`config.mk`:
```
export PLATFORM = sky130hd
export DESIGN_NAME = mm_top
export DESIGN_NICKNAME = d
export VERILOG_FILES = /design/src/design/mm_pkg.sv /design/src/design/mm_fifo.sv /design/src/design/mm_cfg_regs.sv /design/src/design/mm_ctrl.sv /design/src/design/mm_engine.sv /design/src/design/mm_top.sv
export VERILOG_INCLUDE_DIRS = /design/src /design/src/design
export SDC_FILE = /design/constraint.sdc
export NUM_CORES = 2
export LEC_CHECK = 0
export BUFFER_PORTS_ARGS = -buffer_cell sky130_fd_sc_hd__buf_2
export CAP_MARGIN = 20
export CORE_MARGIN = 1
export CORE_UTILIZATION = 55
export DETAILED_ROUTE_END_ITERATION = 7
export MAX_ROUTING_LAYER = met4
export PLACE_DENSITY = 0.72
export SYNTH_ARGS = -nofsm -noshare
export SYNTH_HDL_FRONTEND = slang
export SYNTH_SLANG_ARGS = --single-unit
```
`constraint.sdc`:
```
create_clock -name clk_i -period 11.85 [get_ports clk_i]
set_clock_uncertainty 0.15 [all_clocks]
set_input_delay 1.185 -clock clk_i [delete_from_list [all_inputs] [get_ports clk_i]]
set_output_delay 1.185 -clock clk_i [all_outputs]
set_load 0.01 [all_outputs]
```
`src/design/mm_defs.svh`:
```
// Widths and register map of the accelerator; MM_WIDTH must be a power of two and at least 2
`ifndef MM_DEFS_SVH
`define MM_DEFS_SVH

// Number of lanes, one accumulator per output column
`define MM_WIDTH 4
// Lane index width
`define MM_LANE_W $clog2(`MM_WIDTH)

// Operand and accumulator widths
`define MM_DATA_W 16
`define MM_ACC_W 32

// Operand staging depth
`define MM_OP_DEPTH 4

// Register port geometry
`define MM_ADDR_W 2
`define MM_REG_W 32
`define MM_REG_CTRL 2'd0
`define MM_REG_DIMS 2'd1
`define MM_REG_STATUS 2'd2

`endif

```
`src/design/mm_pkg.sv`:
```
// Shared types of the accelerator; all data is unsigned and dims_t maps 1:1 onto the DIMS register
`default_nettype none

`include "mm_defs.svh"

package mm_pkg;

  // One operand scalar or weight
  typedef logic [`MM_DATA_W-1:0] data_t;

  // One accumulator or result word
  typedef logic [`MM_ACC_W-1:0] acc_t;

  // Weights for one k step, lane 0 in the low bits
  typedef data_t [`MM_WIDTH-1:0] w_vec_t;

  // All accumulators of one row
  typedef acc_t [`MM_WIDTH-1:0] acc_vec_t;

  // Operand word as it sits in the staging buffer
  typedef struct packed {
    data_t  x;
    w_vec_t w;
  } operand_t;

  // Job shape
  // m_rows first so k_len lands in bits 15:0
  typedef struct packed {
    logic [15:0] m_rows;
    logic [15:0] k_len;
  } dims_t;

  // Buffer status
  typedef struct packed {
    logic full;
    logic empty;
  } buf_flags_t;

endpackage

`default_nettype wire

```
`src/design/mm_fifo.sv`:
```
// Circular buffer without overflow or underflow protection; the user must never push when full
`timescale 1ns/1ps
`default_nettype none

module mm_fifo #(
  parameter type         T     = logic,
  parameter int unsigned DEPTH = 4
) (
  input  wire logic               clk_i,
  input  wire logic               rst_ni,
  input  wire logic               clear_i,
  input  wire logic               push_i,
  input  wire T                   data_i,
  input  wire logic               pop_i,
  output T                        data_o,
  output mm_pkg::buf_flags_t      flags_o
);

  localparam int unsigned PTR_W = (DEPTH > 1) ? $clog2(DEPTH) : 1;
  localparam int unsigned CNT_W = $clog2(DEPTH + 1);

  // Storage, no reset needed
  T mem_q [DEPTH];

  logic [PTR_W-1:0] wr_ptr_q;
  logic [PTR_W-1:0] rd_ptr_q;
  logic [PTR_W-1:0] wr_ptr_nxt;
  logic [PTR_W-1:0] rd_ptr_nxt;
  logic [CNT_W-1:0] count_q;

  // Pointers wrap at DEPTH, works for any depth
  assign wr_ptr_nxt = (wr_ptr_q == PTR_W'(DEPTH - 1)) ? '0 : wr_ptr_q + 1'b1;
  assign rd_ptr_nxt = (rd_ptr_q == PTR_W'(DEPTH - 1)) ? '0 : rd_ptr_q + 1'b1;

  always_ff @(posedge clk_i or negedge rst_ni) begin
    if (!rst_ni) begin
      wr_ptr_q <= '0;
      rd_ptr_q <= '0;
      count_q  <= '0;
    end else if (clear_i) begin
      wr_ptr_q <= '0;
      rd_ptr_q <= '0;
      count_q  <= '0;
    end else begin
      if (push_i) wr_ptr_q <= wr_ptr_nxt;
      if (pop_i) rd_ptr_q <= rd_ptr_nxt;
      // Occupancy only moves when exactly one side is active
      case ({push_i, pop_i})
        2'b10:   count_q <= count_q + 1'b1;
        2'b01:   count_q <= count_q - 1'b1;
        default: count_q <= count_q;
      endcase
    end
  end

  always_ff @(posedge clk_i) begin
    if (push_i) begin
      mem_q[wr_ptr_q] <= data_i;
    end
  end

  // Head is always visible
  assign data_o = mem_q[rd_ptr_q];

  assign flags_o.full  = (count_q == CNT_W'(DEPTH));
  assign flags_o.empty = (count_q == '0);

endmodule

`default_nettype wire

```
`src/design/mm_cfg_regs.sv`:
```
// Register slave with single-cycle start and clear; DIMS must be written nonzero before start
`timescale 1ns/1ps
`default_nettype none

`include "mm_defs.svh"

module mm_cfg_regs (
  input  wire logic                  clk_i,
  input  wire logic                  rst_ni,
  input  wire logic                  we_i,
  input  wire logic                  re_i,
  input  wire logic [`MM_ADDR_W-1:0] addr_i,
  input  wire logic [`MM_REG_W-1:0]  wdata_i,
  output logic [`MM_REG_W-1:0]       rdata_o,
  input  wire logic                  busy_i,
  input  wire logic                  done_i,
  output logic                       start_o,
  output logic                       clear_o,
  output mm_pkg::dims_t              dims_o,
  output logic                       evt_done_o
);

  import mm_pkg::*;

  logic                 wr_ctrl;
  logic                 wr_dims;
  dims_t                dims_q;
  logic                 done_q;
  logic [`MM_REG_W-1:0] rdata_q;

  // Write decode
  assign wr_ctrl = we_i && (addr_i == `MM_REG_CTRL);
  assign wr_dims = we_i && (addr_i == `MM_REG_DIMS);

  // Command bits act in the write cycle itself
  assign start_o = wr_ctrl && wdata_i[0];
  assign clear_o = wr_ctrl && wdata_i[1];

  // Job shape, held until rewritten
  always_ff @(posedge clk_i or negedge rst_ni) begin
    if (!rst_ni) begin
      dims_q <= '0;
    end else if (wr_dims) begin
      dims_q <= dims_t'(wdata_i);
    end
  end

  // Sticky done
  // start or clear wins over a coincident done
  always_ff @(posedge clk_i or negedge rst_ni) begin
    if (!rst_ni) begin
      done_q <= 1'b0;
    end else if (start_o || clear_o) begin
      done_q <= 1'b0;
    end else if (done_i) begin
      done_q <= 1'b1;
    end
  end

  // Read data registered, valid the cycle after re_i
  always_ff @(posedge clk_i or negedge rst_ni) begin
    if (!rst_ni) begin
      rdata_q <= '0;
    end else if (re_i) begin
      case (addr_i)
        `MM_REG_DIMS:   rdata_q <= `MM_REG_W'(dims_q);
        `MM_REG_STATUS: rdata_q <= {{(`MM_REG_W - 2){1'b0}}, done_q, busy_i};
        // CTRL is write only
        default:        rdata_q <= '0;
      endcase
    end
  end

  assign rdata_o    = rdata_q;
  assign dims_o     = dims_q;
  assign evt_done_o = done_i;

endmodule

`default_nettype wire

```
`src/design/mm_ctrl.sv`:
```
// Job sequencer; no output back-pressure, so the consumer must take every z word on the cycle shown
`timescale 1ns/1ps
`default_nettype none

`include "mm_defs.svh"

module mm_ctrl (
  input  wire logic                 clk_i,
  input  wire logic                 rst_ni,
  input  wire logic                 clear_i,
  input  wire logic                 start_i,
  input  wire mm_pkg::dims_t        dims_i,
  input  wire logic                 op_empty_i,
  input  wire logic                 pipe_busy_i,
  input  wire mm_pkg::buf_flags_t   out_flags_i,
  output logic                      op_pop_o,
  output logic                      first_o,
  output logic                      buf_push_o,
  output logic [`MM_LANE_W-1:0]     buf_lane_o,
  output logic                      buf_pop_o,
  output logic                      busy_o,
  output logic                      done_o
);

  localparam logic [`MM_LANE_W-1:0] LAST_LANE = `MM_LANE_W'(`MM_WIDTH - 1);

  typedef enum logic [2:0] {
    st_idle,
    st_starting,
    st_computing,
    st_buffering,
    st_storing,
    st_finished
  } state_e;

  state_e                  state_q;
  state_e                  state_d;
  logic [15:0]             k_cnt_q;
  logic [15:0]             k_cnt_d;
  logic [15:0]             row_cnt_q;
  logic [15:0]             row_cnt_d;
  logic [`MM_LANE_W-1:0]   lane_q;
  logic [`MM_LANE_W-1:0]   lane_d;

  // State and counters, clear returns everything to idle
  always_ff @(posedge clk_i or negedge rst_ni) begin
    if (!rst_ni) begin
      state_q   <= st_idle;
      k_cnt_q   <= '0;
      row_cnt_q <= '0;
      lane_q    <= '0;
    end else if (clear_i) begin
      state_q   <= st_idle;
      k_cnt_q   <= '0;
      row_cnt_q <= '0;
      lane_q    <= '0;
    end else begin
      state_q   <= state_d;
      k_cnt_q   <= k_cnt_d;
      row_cnt_q <= row_cnt_d;
      lane_q    <= lane_d;
    end
  end

  always_comb begin
    state_d    = state_q;
    k_cnt_d    = k_cnt_q;
    row_cnt_d  = row_cnt_q;
    lane_d     = lane_q;
    op_pop_o   = 1'b0;
    buf_push_o = 1'b0;
    buf_pop_o  = 1'b0;
    done_o     = 1'b0;

    case (state_q)
      st_idle: begin
        k_cnt_d   = '0;
        row_cnt_d = '0;
        lane_d    = '0;
        if (start_i) state_d = st_starting;
      end

      // Wait for the first operand of the job
      st_starting: begin
        if (!op_empty_i) state_d = st_computing;
      end

      st_computing: begin
        if (k_cnt_q != dims_i.k_len) begin
          // One pop per cycle whenever an operand is staged
          if (!op_empty_i) begin
            op_pop_o = 1'b1;
            k_cnt_d  = k_cnt_q + 16'd1;
          end
        end else if (!pipe_busy_i) begin
          // All products landed in the accumulators
          lane_d  = '0;
          state_d = st_buffering;
        end
      end

      // Copy one accumulator lane per cycle, lane 0 first
      st_buffering: begin
        buf_push_o = !out_flags_i.full;
        lane_d     = lane_q + 1'b1;
        if (lane_q == LAST_LANE) begin
          lane_d  = '0;
          state_d = st_storing;
        end
      end

      // Drain the output buffer to the stream
      st_storing: begin
        buf_pop_o = !out_flags_i.empty;
        lane_d    = lane_q + 1'b1;
        if (lane_q == LAST_LANE) begin
          lane_d  = '0;
          k_cnt_d = '0;
          if (row_cnt_q == dims_i.m_rows - 16'd1) begin
            state_d = st_finished;
          end else begin
            row_cnt_d = row_cnt_q + 16'd1;
            state_d   = st_computing;
          end
        end
      end

      // Single cycle done event, still busy
      st_finished: begin
        done_o  = 1'b1;
        state_d = st_idle;
      end

      default: state_d = st_idle;
    endcase
  end

  // k equal to 0 restarts the accumulators
  assign first_o    = op_pop_o && (k_cnt_q == '0);
  assign buf_lane_o = lane_q;
  assign busy_o     = (state_q != st_idle);

endmodule

`default_nettype wire

```
`src/design/mm_engine.sv`:
```
// Two-stage MAC of MM_WIDTH lanes; products and sums are truncated to MM_ACC_W bits, unsigned
`timescale 1ns/1ps
`default_nettype none

`include "mm_defs.svh"

module mm_engine (
  input  wire logic              clk_i,
  input  wire logic              rst_ni,
  input  wire logic              clear_i,
  input  wire logic              in_valid_i,
  input  wire logic              first_i,
  input  wire mm_pkg::data_t     x_i,
  input  wire mm_pkg::w_vec_t    w_i,
  output mm_pkg::acc_vec_t       acc_o,
  output logic                   pipe_busy_o
);

  import mm_pkg::*;

  // Stage one
  acc_vec_t prod_q;
  logic     s1_valid_q;
  logic     s1_first_q;

  // Stage two holds the running sums
  acc_vec_t acc_q;

  // Valid and first travel alongside the products
  always_ff @(posedge clk_i or negedge rst_ni) begin
    if (!rst_ni) begin
      s1_valid_q <= 1'b0;
      s1_first_q <= 1'b0;
    end else if (clear_i) begin
      s1_valid_q <= 1'b0;
      s1_first_q <= 1'b0;
    end else begin
      s1_valid_q <= in_valid_i;
      s1_first_q <= first_i;
    end
  end

  // Scalar x broadcast to every lane
  always_ff @(posedge clk_i) begin
    if (in_valid_i) begin
      for (int j = 0; j < `MM_WIDTH; j++) begin
        prod_q[j] <= acc_t'(x_i) * acc_t'(w_i[j]);
      end
    end
  end

  // Load on the first k step, accumulate after that
  always_ff @(posedge clk_i) begin
    if (s1_valid_q) begin
      for (int j = 0; j < `MM_WIDTH; j++) begin
        if (s1_first_q) begin
          acc_q[j] <= prod_q[j];
        end else begin
          acc_q[j] <= acc_q[j] + prod_q[j];
        end
      end
    end
  end

  assign acc_o = acc_q;

  // Only stage one can hold an item not yet summed
  assign pipe_busy_o = s1_valid_q;

endmodule

`default_nettype wire

```
`src/design/mm_top.sv`:
```
// Accelerator top; host may drive op_valid_i only while op_space_o is high, z stream has no stall
`timescale 1ns/1ps
`default_nettype none

`include "mm_defs.svh"

module mm_top (
  input  wire logic                  clk_i,
  input  wire logic                  rst_ni,
  input  wire logic                  cfg_we_i,
  input  wire logic                  cfg_re_i,
  input  wire logic [`MM_ADDR_W-1:0] cfg_addr_i,
  input  wire logic [`MM_REG_W-1:0]  cfg_wdata_i,
  output logic [`MM_REG_W-1:0]       cfg_rdata_o,
  input  wire logic                  op_valid_i,
  input  wire mm_pkg::data_t         op_x_i,
  input  wire mm_pkg::w_vec_t        op_w_i,
  output logic                       op_space_o,
  output logic                       z_valid_o,
  output mm_pkg::acc_t               z_data_o,
  output logic                       busy_o,
  output logic                       evt_done_o
);

  import mm_pkg::*;

  logic                  start;
  logic                  clear;
  logic                  done;
  dims_t                 dims;
  operand_t              op_in;
  operand_t              op_head;
  buf_flags_t            op_flags;
  buf_flags_t            out_flags;
  logic                  op_pop;
  logic                  first;
  logic                  pipe_busy;
  acc_vec_t              acc;
  logic                  buf_push;
  logic                  buf_pop;
  logic [`MM_LANE_W-1:0] buf_lane;
  acc_t                  push_data;

  mm_cfg_regs i_cfg_regs (
    .clk_i      (clk_i),
    .rst_ni     (rst_ni),
    .we_i       (cfg_we_i),
    .re_i       (cfg_re_i),
    .addr_i     (cfg_addr_i),
    .wdata_i    (cfg_wdata_i),
    .rdata_o    (cfg_rdata_o),
    .busy_i     (busy_o),
    .done_i     (done),
    .start_o    (start),
    .clear_o    (clear),
    .dims_o     (dims),
    .evt_done_o (evt_done_o)
  );

  // Operand word packing
  assign op_in.x    = op_x_i;
  assign op_in.w    = op_w_i;
  assign op_space_o = !op_flags.full;

  // Operand staging
  mm_fifo #(
    .T     (operand_t),
    .DEPTH (`MM_OP_DEPTH)
  ) i_op_fifo (
    .clk_i   (clk_i),
    .rst_ni  (rst_ni),
    .clear_i (clear),
    .push_i  (op_valid_i),
    .data_i  (op_in),
    .pop_i   (op_pop),
    .data_o  (op_head),
    .flags_o (op_flags)
  );

  mm_ctrl i_ctrl (
    .clk_i       (clk_i),
    .rst_ni      (rst_ni),
    .clear_i     (clear),
    .start_i     (start),
    .dims_i      (dims),
    .op_empty_i  (op_flags.empty),
    .pipe_busy_i (pipe_busy),
    .out_flags_i (out_flags),
    .op_pop_o    (op_pop),
    .first_o     (first),
    .buf_push_o  (buf_push),
    .buf_lane_o  (buf_lane),
    .buf_pop_o   (buf_pop),
    .busy_o      (busy_o),
    .done_o      (done)
  );

  // The popped operand enters the engine in the same cycle
  mm_engine i_engine (
    .clk_i       (clk_i),
    .rst_ni      (rst_ni),
    .clear_i     (clear),
    .in_valid_i  (op_pop),
    .first_i     (first),
    .x_i         (op_head.x),
    .w_i         (op_head.w),
    .acc_o       (acc),
    .pipe_busy_o (pipe_busy)
  );

  // Lane chosen by the controller during buffering
  assign push_data = acc[buf_lane];

  // Output buffer, one row of results
  mm_fifo #(
    .T     (acc_t),
    .DEPTH (`MM_WIDTH)
  ) i_out_fifo (
    .clk_i   (clk_i),
    .rst_ni  (rst_ni),
    .clear_i (clear),
    .push_i  (buf_push),
    .data_i  (push_data),
    .pop_i   (buf_pop),
    .data_o  (z_data_o),
    .flags_o (out_flags)
  );

  assign z_valid_o = buf_pop;

endmodule

`default_nettype wire

```
==> flow_metrics.tcl <==
set metrics [dict create \
    status "finished, final reports clean" \
    detail_route.wl_per_cell_um 21.31 \
    regToRegSetupSlack_ns 2.81 \
    clk_pin_slew_ns 0.06 \
    synthXorXnorAreaFrac 0.03342 \
    netlist.area_leader.share 0.2977 \
    synth.top_cells.by_count "1,013 x inv_1, 806 x nand2_1, 782 x fa_1" \
    postCtsResizedCells 0 \
    setup_viol 0 \
    synth_async_sr_flop_share 0.1436 \
    synth_top_family_by_area "adder cells" \
    ys_seq_elements 822 \
    grt_overflow 0 \
    endpoint "i_engine.prod_q[94]$_DFFE_PP_" \
    grt_start_max_net_pins 80 \
    cp_data_arrival_time_ns 9.33 \
    tritoncts "built" \
    antenna_found_initial 10 \
    final.setup.tns_ns 0 \
    detail_route.first_pass.iterations 6 \
    synthAdderAreaFrac 0.3188 \
    antenna_violating_nets_post_route 0 \
    route.final.wire_length_mm 180.1 \
    timing.critical_path.from_type "flop" \
    critical_path.max_fanout 44 \
    port-buffer-count 186 \
    pre_cts_ws_ns 2.873 \
    rows 131 \
    worstSetupStartpoint "i_op_fifo.rd_ptr_q[0]$_DFFE_PN0P_" \
    i_o_pin_count 187 \
    synthesis.yosys.warnings 0 \
    synthMostInstantiatedCell "inv_1" \
    synth_largest_area_cell "edfxtp_1" \
    cp.required_ns 12.13 \
    muxShareOfSynthArea 0.05381 \
    min_period_over_period 0.7633 \
    fraction_of_the_mapped_netlist_area_in_compound_gates 0.07437 \
    fmax_mhz 110.6 \
    synth.avg_cell_area_um2 10.74 \
    die_y_um 361.3 \
    grt_pass1_wl_mm 283.2 \
    sequential_cell_area_mm2 0.02411 \
    post_route_cells_drive_above_1_share 0.09516 \
    worst-path-buf-inv 4 \
    critical-path-max-stage-delay_ns 0.90 \
    tightestPinTransition_ns 1.144 \
    postCtsSetupBuffers 0 \
    worstReg2RegStart "i_op_fifo.rd_ptr_q[0]$_DFFE_PN0P_" \
    multi_input_comb_area_mm2 0.04221 \
    timing_hold_violations_final 0 \
    floorplan.initialDensity 0.5555 \
    r2r-end "i_engine.prod_q[94]$_DFFE_PP_" \
    num-nets-final 8166 \
    netlist_instances 6614 \
    max_slew_headroom_at_the_worst_pin 0.2323 \
    ctsHtreeMaxLevel 3 \
    vias_in_the_first_global_route 50280 \
    cts_buffer_depth 3 \
    post_synth_simple_gate_area 0.1129 \
    share_of_the_core_filled_with_cells 0.6008 \
    crit_top_cell "fa_1" \
    synth_enable_flop_cells 704 \
    yosys-top-cells-area "edfxtp_1 30%, fa_1 22%, ha_1 9.8%" \
    vias_per_instance 5.783 \
    grt_setup_unrepaired "no" \
    critical-path-slowest-cell "dfrtp_4" \
    timing.hold.worst.class "in -> async" \
    first_iter_violations 4406 \
    numCtsBuffers 88 \
    cts_hold_buffers 0 \
    path_class "reg -> reg" \
    postLayoutSetupSlackWorst_ns 2.805 \
    worst_r2r_path_depth 25 \
    dpl.hpwl_mm 133.0 \
    critical_path_cell_count 25 \
    syn_to_final_growth_pct 8.172 \
    synth_cell_type_count 83 \
    die_width_um 361.3 \
    num_vias 48870 \
    grt.total_usage 0.2906 \
    design.die.area_mm2 0.1306 \
    critPathCaptureType "flop" \
    max-cap-violations 0 \
    globalplace.congestion 0.9508 \
    sink_count 822 \
    cts-root-buf "clkbuf_16" \
    ys.flop_type "edfxtp_1" \
    postSynthNetCount 8073 \
    critical_path.top_delay_family "adder cells" \
    fin_crit_ns 9.045 \
    synthesized_area_mm2 0.07101 \
    worst_skew_pair.late_latency_ns 0.73 \
    floorplan.core_area_mm2 0.1278 \
    drv_slew 0 \
    ys_seq_area_frac 0.3393 \
    num-fill-cells 10400 \
    detail_route.drc_violations 0 \
]
==> worst min-delay path by stage <==
stage | from | end | slack [ns] | cells after the start
3_5_place_dp | i_cfg_regs.done_q$_DFFE_PN0P_ | i_cfg_regs.done_q$_DFFE_PN0P_ | 0.34 | 1
5_1_grt | rst_ni | i_cfg_regs.rdata_o[19]$_DFFE_PN0P_ | 0.36 | 1
4_1_cts | rst_ni | i_cfg_regs.rdata_o[17]$_DFFE_PN0P_ | 0.31 | 1
2_1_floorplan | i_cfg_regs.done_q$_DFFE_PN0P_ | i_cfg_regs.done_q$_DFFE_PN0P_ | 0.31 | 1
3_3_place_gp | i_cfg_regs.done_q$_DFFE_PN0P_ | i_cfg_regs.done_q$_DFFE_PN0P_ | 0.34 | 1
6_report | rst_ni | i_cfg_regs.rdata_o[17]$_DFFE_PN0P_ | 0.33 | 1
==> layer usage <==
layer,vias to the layer above,GRT usage,routed length (um)
met5,-,-,0
met4,0,0.09654,6838
met3,407,0.05947,16380
met2,2028,0.4454,81320
met1,24340,0.3881,75570
li1,22090,-,-
==> registers in the layout, summed over array words and instances (netlist names), 3 cells and up <==
name                cells
i_ctrl.state_q          3
i_ctrl.k_cnt_q         16
i_engine.acc_o        128
i_ctrl.row_cnt_q       16
i_cfg_regs.rdata_o     32
i_out_fifo.mem_q      128
i_cfg_regs.dims_o      32
i_out_fifo.count_q      3
i_engine.prod_q       128
i_op_fifo.count_q       3
i_op_fifo.mem_q       320
==> metrics by stage <==
stage | cells | area [um^2] | hold WS [ns]
6_report | 8450 | 76820 | 0.3325
2_1_floorplan | 6614 | 71010 | 0.3149
4_1_cts | 8439 | 76770 | 0.3088
5_1_grt | 8448 | 76810 | 0.3581
3_5_place_dp | 8278 | 73750 | 0.3433
3_3_place_gp | 8275 | 73700 | 0.3395
==> area by class of cell <==
cell class,instances,area share
well taps,1662,0.02707
multi-input cells,4516,0.5494
flip-flops and latches,822,0.3139
inverters,1014,0.04961
clock inverters,63,0.009838
diodes,10,0.0003258
clock buffers,98,0.02943
repair buffers,265,0.02041
==> worst reg2reg max path: cells and delay by family, from the launching register on <==
family	cells	cell delay (ns)
flip-flops	1	0.90
AO/OA/AOI/OAI	8	2.57
XOR/XNOR	1	0.08
adder cells (fa/ha/maj)	7	3.39
AND/OR/NAND/NOR	4	0.67
buffers and inverters	4	0.82
multiplexers	1	0.22
==> kinds of logic (layout without fill, tap and decap cells) <==
group	count (synthesis)	after routing
AND/OR/NAND/NOR	1806	1806
adder cells (fa/ha/maj)	1340	1340
buffers and inverters	1276	1440
AO/OA/AOI/OAI	853	853
flip-flops	822	822
XOR/XNOR	271	271
multiplexers	246	246
other	0	10
==> layout by cell type, fill, tap and decap left out, types with 13 or more instances in the layout <==
cell	instances
clkinv_1	15
buf_4	77
edfxtp_1	704
a21oi_1	194
nor2_1	477
xnor2_1	160
nand2_1	806
xor2_1	111
nand3_1	90
nand2b_1	36
nand4_1	27
mux4_2	100
a211o_1	14
buf_2	185
and2_1	170
inv_1	1013
o21ai_0	108
a31oi_1	26
a211oi_1	24
bufinv_16	13
nor2b_1	23
mux2i_1	60
dfrtp_1	112
clkbuf_16	90
and3_1	25
or2_2	25
a21o_1	99
fa_1	782
ha_1	558
or3_1	20
o21ai_1	174
o31ai_1	20
mux2_2	82
o21bai_1	35
nor3_1	48
o21a_1	50
Power is left out: the tool's default activity adds up to more than one toggle a clock period on the data nets, which glitch-free logic cannot reach.
